`src/include/sload_config.svh`:
```
`ifndef SLOAD_CONFIG_SVH
`define SLOAD_CONFIG_SVH

// byte address width
`define SLOAD_ADDR_W 32

// memory word width
`define SLOAD_DATA_W 32

// length and beat counter width
`define SLOAD_CNT_W 16

// dimensions that may be enabled in hardware, d1/d2/d3 nesting
`define SLOAD_DIM_HW 3'b111

// words buffered plus in flight in the reader
`define SLOAD_RD_DEPTH 2

`endif

```
`src/hw/sload_ctrl_pkg.sv`:
```
`default_nettype none

`include "sload_config.svh"

package sload_ctrl_pkg;

  typedef logic [`SLOAD_ADDR_W-1:0] sload_addr_t;          // byte address
  typedef logic [`SLOAD_CNT_W-1:0] sload_cnt_t;            // lengths and beat counts
  typedef logic signed [`SLOAD_ADDR_W-1:0] sload_stride_t; // signed byte stride

  // job configuration, held on the job port for the whole request
  typedef struct packed {
    sload_addr_t   base_addr;     // first word of the pattern
    sload_cnt_t    tot_len;       // beats in the whole job
    sload_cnt_t    d0_len;        // beats per d0 run
    sload_cnt_t    d1_len;        // d0 runs per d1 run
    sload_cnt_t    d2_len;        // d1 runs per d2 run
    sload_stride_t d0_stride;
    sload_stride_t d1_stride;
    sload_stride_t d2_stride;
    sload_stride_t d3_stride;     // d3 never wraps
    logic [2:0]    dim_enable_1h; // 000 1-d, 001 2-d, 011 3-d, 111 4-d
  } sload_cfg_t;

  // job front end states
  typedef enum logic [2:0] {
    st_idle,  // waiting for req
    st_clear, // generator counters cleared
    st_start, // presample cycle
    st_run,   // generator walking
    st_drain, // walk done, reader still holding words
    st_ack    // ack high until req drops
  } sload_job_state_e;

endpackage

`default_nettype wire

```
`src/hw/sload_stream_pkg.sv`:
```
`default_nettype none

`include "sload_config.svh"

package sload_stream_pkg;

  typedef logic [`SLOAD_DATA_W-1:0] sload_data_t; // memory word

  // address beat on the internal stream, same vector as the job address
  typedef sload_ctrl_pkg::sload_addr_t sload_addr_t;

  // read request toward memory
  typedef struct packed {
    logic        req;  // held until gnt
    sload_addr_t addr; // word aligned byte address
  } sload_mem_req_t;

  // memory answer, rvalid one cycle after gnt
  typedef struct packed {
    logic        gnt;
    logic        rvalid;
    sload_data_t rdata;
  } sload_mem_rsp_t;

endpackage

`default_nettype wire

```
`src/hw/sload_addrgen.sv`:
```
`timescale 1ns/1ps
`default_nettype none

`include "sload_config.svh"

module sload_addrgen (
  input  logic                         clk_i,
  input  logic                         rst_ni,
  input  logic                         enable_i,    // walk while high
  input  logic                         clear_i,     // reset all counters
  input  logic                         presample_i, // first step, d0 offset kept at 0
  input  sload_ctrl_pkg::sload_cfg_t   cfg_i,
  output logic                         addr_valid_o,
  input  logic                         addr_ready_i,
  output sload_stream_pkg::sload_addr_t addr_o,
  output logic                         done_o       // all beats handed over
);

  import sload_ctrl_pkg::*;

  logic [2:0] dim_en; // job enables limited by hw mask
  logic       step;   // output slot free or draining
  logic       advance;

  sload_addr_t d0_off_q, d1_off_q, d2_off_q, d3_off_q;
  sload_addr_t d0_off_d, d1_off_d, d2_off_d, d3_off_d;
  sload_cnt_t  d0_cnt_q, d1_cnt_q, d2_cnt_q;
  sload_cnt_t  d0_cnt_d, d1_cnt_d, d2_cnt_d;
  sload_cnt_t  ov_cnt_q, ov_cnt_d; // beats issued so far
  logic        valid_q, valid_d;

  assign dim_en  = cfg_i.dim_enable_1h & `SLOAD_DIM_HW;
  assign step    = addr_ready_i || !valid_q;
  assign advance = (enable_i || presample_i) && step;

  // counters lead the emitted address by one step
  always_comb begin
    d0_off_d = d0_off_q;
    d1_off_d = d1_off_q;
    d2_off_d = d2_off_q;
    d3_off_d = d3_off_q;
    d0_cnt_d = d0_cnt_q;
    d1_cnt_d = d1_cnt_q;
    d2_cnt_d = d2_cnt_q;
    ov_cnt_d = ov_cnt_q;
    valid_d  = valid_q;
    if (ov_cnt_q < cfg_i.tot_len) begin
      valid_d = 1'b1;
      if ((d0_cnt_q < cfg_i.d0_len) || !dim_en[0]) begin
        d0_off_d = d0_off_q + sload_addr_t'(cfg_i.d0_stride); // innermost step
        d0_cnt_d = d0_cnt_q + 1'b1;
      end else if ((d1_cnt_q < cfg_i.d1_len) || !dim_en[1]) begin
        d0_off_d = '0;
        d1_off_d = d1_off_q + sload_addr_t'(cfg_i.d1_stride);
        d0_cnt_d = sload_cnt_t'(1);
        d1_cnt_d = d1_cnt_q + 1'b1;
      end else if ((d2_cnt_q < cfg_i.d2_len) || !dim_en[2]) begin
        d0_off_d = '0;
        d1_off_d = '0;
        d2_off_d = d2_off_q + sload_addr_t'(cfg_i.d2_stride);
        d0_cnt_d = sload_cnt_t'(1);
        d1_cnt_d = sload_cnt_t'(1);
        d2_cnt_d = d2_cnt_q + 1'b1;
      end else begin
        d0_off_d = '0; // inner dims exhausted
        d1_off_d = '0;
        d2_off_d = '0;
        d3_off_d = d3_off_q + sload_addr_t'(cfg_i.d3_stride); // unbounded
        d0_cnt_d = sload_cnt_t'(1);
        d1_cnt_d = sload_cnt_t'(1);
        d2_cnt_d = sload_cnt_t'(1);
      end
      ov_cnt_d = ov_cnt_q + 1'b1;
    end else begin
      valid_d = 1'b0; // last beat taken
    end
  end

  always_ff @(posedge clk_i or negedge rst_ni) begin
    if (!rst_ni) begin
      d0_off_q <= '0;
      d1_off_q <= '0;
      d2_off_q <= '0;
      d3_off_q <= '0;
      d0_cnt_q <= '0;
      d1_cnt_q <= sload_cnt_t'(1);
      d2_cnt_q <= sload_cnt_t'(1);
      ov_cnt_q <= '0;
      valid_q  <= 1'b0;
    end else if (clear_i) begin
      d0_off_q <= '0;
      d1_off_q <= '0;
      d2_off_q <= '0;
      d3_off_q <= '0;
      d0_cnt_q <= '0; // first step counts beat 0
      d1_cnt_q <= sload_cnt_t'(1);
      d2_cnt_q <= sload_cnt_t'(1);
      ov_cnt_q <= '0;
      valid_q  <= 1'b0;
    end else if (advance) begin
      d0_off_q <= presample_i ? '0 : d0_off_d; // beat 0 sits at offset 0
      d1_off_q <= d1_off_d;
      d2_off_q <= d2_off_d;
      d3_off_q <= d3_off_d;
      d0_cnt_q <= d0_cnt_d;
      d1_cnt_q <= d1_cnt_d;
      d2_cnt_q <= d2_cnt_d;
      ov_cnt_q <= ov_cnt_d;
      valid_q  <= valid_d;
    end
  end

  assign addr_o       = cfg_i.base_addr + d3_off_q + d2_off_q + d1_off_q + d0_off_q;
  assign addr_valid_o = valid_q;
  assign done_o       = !valid_q && (ov_cnt_q >= cfg_i.tot_len); // nothing left to offer

  // stalled beat keeps its address
  addr_hold_a: assert property (
    @(posedge clk_i) disable iff (!rst_ni)
    (addr_valid_o && !addr_ready_i && !clear_i) |=> (addr_valid_o && $stable(addr_o))
  ) else $error("address changed under back-pressure");

endmodule

`default_nettype wire

```
`src/hw/sload_job_ctrl.sv`:
```
`timescale 1ns/1ps
`default_nettype none

module sload_job_ctrl (
  input  logic                       clk_i,
  input  logic                       rst_ni,
  input  logic                       job_req_i,      // four-phase request
  input  sload_ctrl_pkg::sload_cfg_t job_cfg_i,      // stable while req high
  output logic                       job_ack_o,
  output sload_ctrl_pkg::sload_cfg_t cfg_o,          // latched copy for the job
  output logic                       gen_clear_o,    // one cycle
  output logic                       gen_presample_o, // one cycle
  output logic                       gen_enable_o,   // level while walking
  input  logic                       gen_done_i,     // walk finished
  input  logic                       rd_idle_i       // reader empty
);

  import sload_ctrl_pkg::*;

  sload_job_state_e state_q, state_d;
  sload_cfg_t       cfg_q;

  always_comb begin
    state_d = state_q;
    case (state_q)
      st_idle:  if (job_req_i) state_d = st_clear; // sample req
      st_clear: state_d = st_start;
      st_start: state_d = st_run;
      st_run: begin
        if (gen_done_i && rd_idle_i) begin
          state_d = st_ack; // zero length jobs land here too
        end else if (gen_done_i) begin
          state_d = st_drain;
        end
      end
      st_drain: if (gen_done_i && rd_idle_i) state_d = st_ack; // last word left
      st_ack:   if (!job_req_i) state_d = st_idle; // ack drops next cycle
      default:  state_d = st_idle;
    endcase
  end

  always_ff @(posedge clk_i or negedge rst_ni) begin
    if (!rst_ni) begin
      state_q <= st_idle;
    end else begin
      state_q <= state_d;
    end
  end

  // config captured as the request is sampled
  always_ff @(posedge clk_i) begin
    if (state_q == st_idle && job_req_i) begin
      cfg_q <= job_cfg_i;
    end
  end

  assign cfg_o           = cfg_q;
  assign gen_clear_o     = (state_q == st_clear);
  assign gen_presample_o = (state_q == st_start);
  assign gen_enable_o    = (state_q == st_run);
  assign job_ack_o       = (state_q == st_ack); // registered through state

  // requester must not touch the config before ack
  cfg_stable_a: assert property (
    @(posedge clk_i) disable iff (!rst_ni)
    (job_req_i && !job_ack_o) |=> (!job_req_i || job_ack_o || $stable(job_cfg_i))
  ) else $error("job_cfg_i changed during an open request");

endmodule

`default_nettype wire

```
`src/hw/sload_mem_reader.sv`:
```
`timescale 1ns/1ps
`default_nettype none

`include "sload_config.svh"

module sload_mem_reader (
  input  logic                            clk_i,
  input  logic                            rst_ni,
  input  logic                            addr_valid_i,
  output logic                            addr_ready_o,
  input  sload_stream_pkg::sload_addr_t   addr_i,
  output sload_stream_pkg::sload_mem_req_t mem_req_o,
  input  sload_stream_pkg::sload_mem_rsp_t mem_rsp_i,
  output logic                            out_valid_o,
  input  logic                            out_ready_i,
  output sload_stream_pkg::sload_data_t   out_data_o,
  output logic                            idle_o      // nothing pending or buffered
);

  import sload_stream_pkg::*;

  localparam int unsigned RdDepth = `SLOAD_RD_DEPTH;
  localparam int unsigned CntW    = $clog2(RdDepth + 1);
  localparam int unsigned PtrW    = (RdDepth > 1) ? $clog2(RdDepth) : 1;

  logic            accept, pop;
  logic [CntW-1:0] credit_q; // accepted but not yet popped
  logic [CntW-1:0] buf_cnt_q; // words sitting in the buffer
  logic [PtrW-1:0] wr_ptr_q, rd_ptr_q;
  logic            req_q;
  sload_addr_t     req_addr_q;
  sload_data_t     buf_q [RdDepth];

  // request slot free or leaving this cycle, and room for the word
  assign addr_ready_o = (credit_q < CntW'(RdDepth)) && (!req_q || mem_rsp_i.gnt);
  assign accept       = addr_valid_i && addr_ready_o;
  assign pop          = out_valid_o && out_ready_i;

  always_ff @(posedge clk_i or negedge rst_ni) begin
    if (!rst_ni) begin
      req_q    <= 1'b0;
      credit_q <= '0;
    end else begin
      if (accept) begin
        req_q <= 1'b1;
      end else if (mem_rsp_i.gnt) begin
        req_q <= 1'b0; // granted, word in flight
      end
      case ({accept, pop})
        2'b10:   credit_q <= credit_q + 1'b1;
        2'b01:   credit_q <= credit_q - 1'b1;
        default: credit_q <= credit_q;
      endcase
    end
  end

  always_ff @(posedge clk_i) begin
    if (accept) begin
      req_addr_q <= addr_i; // held until gnt
    end
  end

  // circular buffer, written by rvalid, read by pop
  always_ff @(posedge clk_i or negedge rst_ni) begin
    if (!rst_ni) begin
      wr_ptr_q  <= '0;
      rd_ptr_q  <= '0;
      buf_cnt_q <= '0;
    end else begin
      if (mem_rsp_i.rvalid) begin
        wr_ptr_q <= (wr_ptr_q == PtrW'(RdDepth - 1)) ? '0 : wr_ptr_q + 1'b1;
      end
      if (pop) begin
        rd_ptr_q <= (rd_ptr_q == PtrW'(RdDepth - 1)) ? '0 : rd_ptr_q + 1'b1;
      end
      case ({mem_rsp_i.rvalid, pop})
        2'b10:   buf_cnt_q <= buf_cnt_q + 1'b1;
        2'b01:   buf_cnt_q <= buf_cnt_q - 1'b1;
        default: buf_cnt_q <= buf_cnt_q;
      endcase
    end
  end

  always_ff @(posedge clk_i) begin
    if (mem_rsp_i.rvalid) begin
      buf_q[wr_ptr_q] <= mem_rsp_i.rdata;
    end
  end

  assign mem_req_o.req  = req_q;
  assign mem_req_o.addr = req_addr_q;
  assign out_valid_o    = (buf_cnt_q != '0);
  assign out_data_o     = buf_q[rd_ptr_q]; // oldest word
  assign idle_o         = (credit_q == '0);

  // credits keep the buffer from overflowing
  no_overflow_a: assert property (
    @(posedge clk_i) disable iff (!rst_ni)
    mem_rsp_i.rvalid |-> (buf_cnt_q < CntW'(RdDepth))
  ) else $error("read word arrived with a full buffer");

endmodule

`default_nettype wire

```
`src/hw/sload_top.sv`:
```
`timescale 1ns/1ps
`default_nettype none

module sload_top (
  input  logic                             clk_i,
  input  logic                             rst_ni,
  input  logic                             job_req_i,
  input  sload_ctrl_pkg::sload_cfg_t       job_cfg_i,
  output logic                             job_ack_o,
  output sload_stream_pkg::sload_mem_req_t mem_req_o,
  input  sload_stream_pkg::sload_mem_rsp_t mem_rsp_i,
  output logic                             out_valid_o,
  input  logic                             out_ready_i,
  output sload_stream_pkg::sload_data_t    out_data_o
);

  import sload_ctrl_pkg::*;

  sload_cfg_t  cfg;          // latched job config
  logic        gen_clear;
  logic        gen_presample;
  logic        gen_enable;
  logic        gen_done;
  logic        rd_idle;
  logic        addr_valid;   // address stream
  logic        addr_ready;
  sload_addr_t addr;

  sload_job_ctrl i_job_ctrl (
    .clk_i           (clk_i),
    .rst_ni          (rst_ni),
    .job_req_i       (job_req_i),
    .job_cfg_i       (job_cfg_i),
    .job_ack_o       (job_ack_o),
    .cfg_o           (cfg),
    .gen_clear_o     (gen_clear),
    .gen_presample_o (gen_presample),
    .gen_enable_o    (gen_enable),
    .gen_done_i      (gen_done),
    .rd_idle_i       (rd_idle)
  );

  sload_addrgen i_addrgen (
    .clk_i        (clk_i),
    .rst_ni       (rst_ni),
    .enable_i     (gen_enable),
    .clear_i      (gen_clear),
    .presample_i  (gen_presample),
    .cfg_i        (cfg),
    .addr_valid_o (addr_valid),
    .addr_ready_i (addr_ready),
    .addr_o       (addr),
    .done_o       (gen_done)
  );

  sload_mem_reader i_mem_reader (
    .clk_i        (clk_i),
    .rst_ni       (rst_ni),
    .addr_valid_i (addr_valid),
    .addr_ready_o (addr_ready),
    .addr_i       (addr),
    .mem_req_o    (mem_req_o),
    .mem_rsp_i    (mem_rsp_i),
    .out_valid_o  (out_valid_o),
    .out_ready_i  (out_ready_i),
    .out_data_o   (out_data_o),
    .idle_o       (rd_idle)
  );

endmodule

`default_nettype wire

```
`config.mk`:
```
export PLATFORM = sky130hd
export DESIGN_NAME = sload_top
export DESIGN_NICKNAME = d
export VERILOG_FILES = /design/src/hw/sload_ctrl_pkg.sv /design/src/hw/sload_stream_pkg.sv /design/src/hw/sload_addrgen.sv /design/src/hw/sload_job_ctrl.sv /design/src/hw/sload_mem_reader.sv /design/src/hw/sload_top.sv
export VERILOG_INCLUDE_DIRS = /design/src /design/src/include
export SDC_FILE = /design/constraint.sdc
export NUM_CORES = 1
export LEC_CHECK = 0
export BUFFER_PORTS_ARGS = -buffer_cell sky130_fd_sc_hd__buf_2
export CAP_MARGIN = 15
export CORE_ASPECT_RATIO = 1.1
export CORE_UTILIZATION = 24
export DETAILED_ROUTE_END_ITERATION = 12
export PLACE_DENSITY = 0.42
export SETUP_SLACK_MARGIN = 0.5
export SYNTH_ARGS = -nofsm -noshare
export SYNTH_HDL_FRONTEND = slang
export SYNTH_SLANG_ARGS = --single-unit
export TNS_END_PERCENT = 5
```
`constraint.sdc`:
```
create_clock -name clk_i -period 33 [get_ports clk_i]
set_clock_uncertainty 0.1 [all_clocks]
set_input_delay 6.6 -clock clk_i [delete_from_list [all_inputs] [get_ports clk_i]]
set_output_delay 6.6 -clock clk_i [all_outputs]
set_load 0.02 [all_outputs]
```
==> flow_results.org <==
** Outcome
- Status :: complete, no violations

** Timing
- RSZ-0062 raised after global routing :: no
- Setup violations remaining at the end of the flow were counted as 0.
- Max frequency :: 111 MHz
- The final-report hold violation count was 0.
- Final worst path period need :: 8.99 ns
- Headroom to the max-slew limit came out at 0.327.
- For the pin with the worst max-slew slack, the measured transition is slightly above 1 ns.
- The final-report max-slew violation count was 0.
- Worst hold margin :: 0.370 ns
- Of the available clock period, the critical path in the final layout requires 0.273.
- Across all setup checks in the final design, the least slack found is 24.01 ns.
- In the final timing run, aggregate negative setup slack is 0 ns.

** Clock network
- Post CTS Setup Buffer Count :: 0
- Count of instances resized after the clock tree is built :: 0
- H-Tree Depth :: 3
- Number of CTS-inserted buffers :: 70
- After clock tree synthesis, the clock-pin slew on the worst setup and hold paths is 0.06 ns.
- Post-CTS Hold Buffers :: 0
- The clock net in this run drives a total of 526 sinks.
- At the later pin of the worst-skew pair, clock insertion delay measures 0.67 ns.
- The root buffer cell chosen for the clock tree is clkbuf_16.
- Buffer depth of the longest clock path :: 3
- TritonCTS built the clock tree.

** Route
- The routed layout has 21000 vias.
- TritonRoute pass-1 iters :: 5
- Number of violations reported at the end of detailed-routing iteration 0 :: 1047
- The detail route stage leaves a number of antenna-violating nets equal to 0.
- After detailed routing, no signal wire sits above met5.
- Wire length after detailed routing :: 88.4 mm
- For this run, design rule violations remaining after detail routing come to 0.
- Detail-routed net length per standard cell :: 18.4 um
- Met1 Routed Length :: about 42 mm
- In the detailed route, the total length drawn on met2 is 39.6 mm.
- Met3 wirelength from detailed routing :: 4.25 mm
- Dividing the detail-routed via count by the number of cells gives 4.36.

** Logic synthesis
- Synthesized cell area :: 30200 um2
- Proportion of register bits with asynchronous set or reset after synthesis :: 0.386
- Register area share after synthesis :: 0.490
- The synthesized design contains around 530 register bits.
- inv_1 is the most common cell in the netlist.
- Post-Synthesis Mean Instance Area :: around 11 um2
- Of all cell types, the one taking the most synthesized area is edfxtp_1.
- Ys flop type :: edfxtp_1
- Post-synthesis instance total :: 2722
- Commonest cells in the netlist :: inv_1, edfxtp_1, ha_1, nand2_1, dfrtp_1
- Top cell type's share of synthesized area :: 0.322
- Leading post-synthesis cells by cell area :: edfxtp_1, dfrtp_1, ha_1
- Counting flops with a built-in enable in the synthesized netlist gives 323.
- Synthesized net count :: 3306
- Synth warnings :: 0
- In this run, distinct cell masters in the synthesized netlist total 82.

** GRT
- The first global-routing pass estimated 132 mm of wire.
- Across every metal layer, demand over resource in global routing totals 0.139.
- Overall overflow remaining after global route :: 0
- Pin count of the biggest net entering global routing :: 83
- Initial antenna violation count :: 27
- Vias in the first global route :: 21200

** Floorplan
- The die is 374 um tall.
- After floorplanning, the core was divided into between 100 and 150 placement rows.
- The die covers about 130000 um2.
- Standard cell core area :: 125000 um2
- In this run the count of I/O pins placed on the die edge is 332.
- The initial utilization of the core area, before any placement, comes to 0.242.
- Die Wd :: 340 um

** Setup path
- STA classifies the critical path endpoint as a flip-flop.
- In this run the register-to-register setup slack is 27.41 ns.
- Cell-by-cell listing of the critical path :: buf_2 -> nor2b_1 -> o21ai_0 -> o21ai_0 -> a21oi_4 -> and3_2 -> buf_4 -> nand2_2 -> buf_4 -> o21bai_1 -> a22o_1
- Critical path data arrival time :: ~9.4 ns
- Crit-path max FO :: 54
- Crit path required time :: 33.45 ns
- The slowest stage of the critical path is the a21oi_4 cell.
- Worst Path Class, Setup :: in -> reg
- CP Launch Type :: input pin
- In this design, the stage delay of the slowest critical-path cell is 0.60 ns.

** Run
- Number of violations of the max-capacitance limit :: 0

** Pwr
- Maximum resistive drop on vdd :: 0.0000574 V
- Post-layout total power :: 3710 uW
- Leakage component of the power :: between 0.015 and 0.02 uW
- PwrDens :: 102 nW/um2

** Placed design
- Port Buffer Count :: about 330
- OpenSTA, run right after detailed placement, puts the worst setup slack at 23.26 ns.
- Once placement completed, the tool counted placed cells totaling 4675.
- Placed wire-length estimate after detailed placement :: 67.9 mm
- The congestion estimate from routability-driven global placement came to 0.837.

** Worst hold path
- The worst hold path belongs to the class reg -> reg.

** Finish
- Nets :: 3675
- Non-filler cells, final :: 4806
- Area overhead of the layout relative to synthesis :: 20.1%
- Share of post-route cells with drive strength above 1 :: 0.170
## layer usage
layer / global-route usage / up-vias
met1: 0.192 / 9933
met4: 0.0430 / 34
met2: 0.216 / 431
met3: 0.0299 / 152
met5: 0 / -
li1: - / 10400
## power by group
part / leakage [uW] / internal [uW] / total (uW) / switching (uW)
sequential: 0.00552 / 892 / 988 / 96.2
clock: 0.00118 / 478 / 796 / 318
combinational: 0.00921 / 803 / 1930 / 1120
## layout by cell type, fill, tap and decap left out, drive strengths merged, types with 96 or more instances in the layout
cell | netlist | layout
buf | 12 | 350
inv | 334 | 342
edfxtp | 323 | 323
ha | 223 | 223
nand2 | 215 | 215
o21ai | 206 | 206
dfrtp | 201 | 201
a21oi | 160 | 160
nor2 | 116 | 116
fa | 96 | 96
## worst paths after layout
path                                            from                     endpoint  cells past startpoint
hold reg to reg            i_mem_reader.buf_cnt_q[1]    i_mem_reader.buf_cnt_q[1]                      1
hold / removal             i_mem_reader.buf_cnt_q[1]    i_mem_reader.buf_cnt_q[1]                      1
min in group asynchronous                     rst_ni        i_addrgen.ov_cnt_q[8]                      1
max in group asynchronous                     rst_ni        i_addrgen.d1_cnt_q[6]                      2
setup / recovery                       mem_rsp_i[33]       i_addrgen.d3_off_q[31]                     11
setup reg to reg               i_addrgen.d3_off_q[1]  i_mem_reader.req_addr_q[31]                     18
## flip-flops by register name (all words and copies together) (netlist names), 32 cells and up
signal,count
i_addrgen.d2_off_q,32
i_addrgen.d1_off_q,32
i_addrgen.d0_off_q,32
i_mem_reader.buf_q,64
i_job_ctrl.cfg_o,227
i_addrgen.d3_off_q,32
i_mem_reader.req_addr_q,32
## per-stage QoR
stage                     utilization  instance area [um2]
after floorplan                     -                30200
after global placement          0.271                33800
after detailed placement        0.271                33800
after CTS                       0.290                36200
after global routing            0.290                36200
final                           0.290                36200
## cells by family (layout without fill, tap and decap cells)
group	after synthesis	in the layout	synth area share
AOI/OAI and AO/OA	675	675	0.145
xor gates and xnor gates	165	165	0.0479
adders and majority gates	319	319	0.156
buffers and inverters	387	813	0.0489
DFF	526	526	0.490
muxes	33	33	0.0123
other	0	2	0
and+or+nand+nor	617	617	0.100
## layout make-up
class                   count  area, um2
diodes                      2       5.00
inverters                 334       1250
multi-input cells        1809      13900
repair buffers            350       1810
flip-flops and latches    526      14800
clock buffers              93       1960
clock inverters            36        428
well taps                1656       2070
fillers                 13200      88700
## critical path: cells and delay by family
family | cells | cell delay [ns]
compound gates | 5 | 1.48
simple gates | 3 | 0.41
buf+inv | 3 | 0.91
Power figures use the tool's default switching activity.
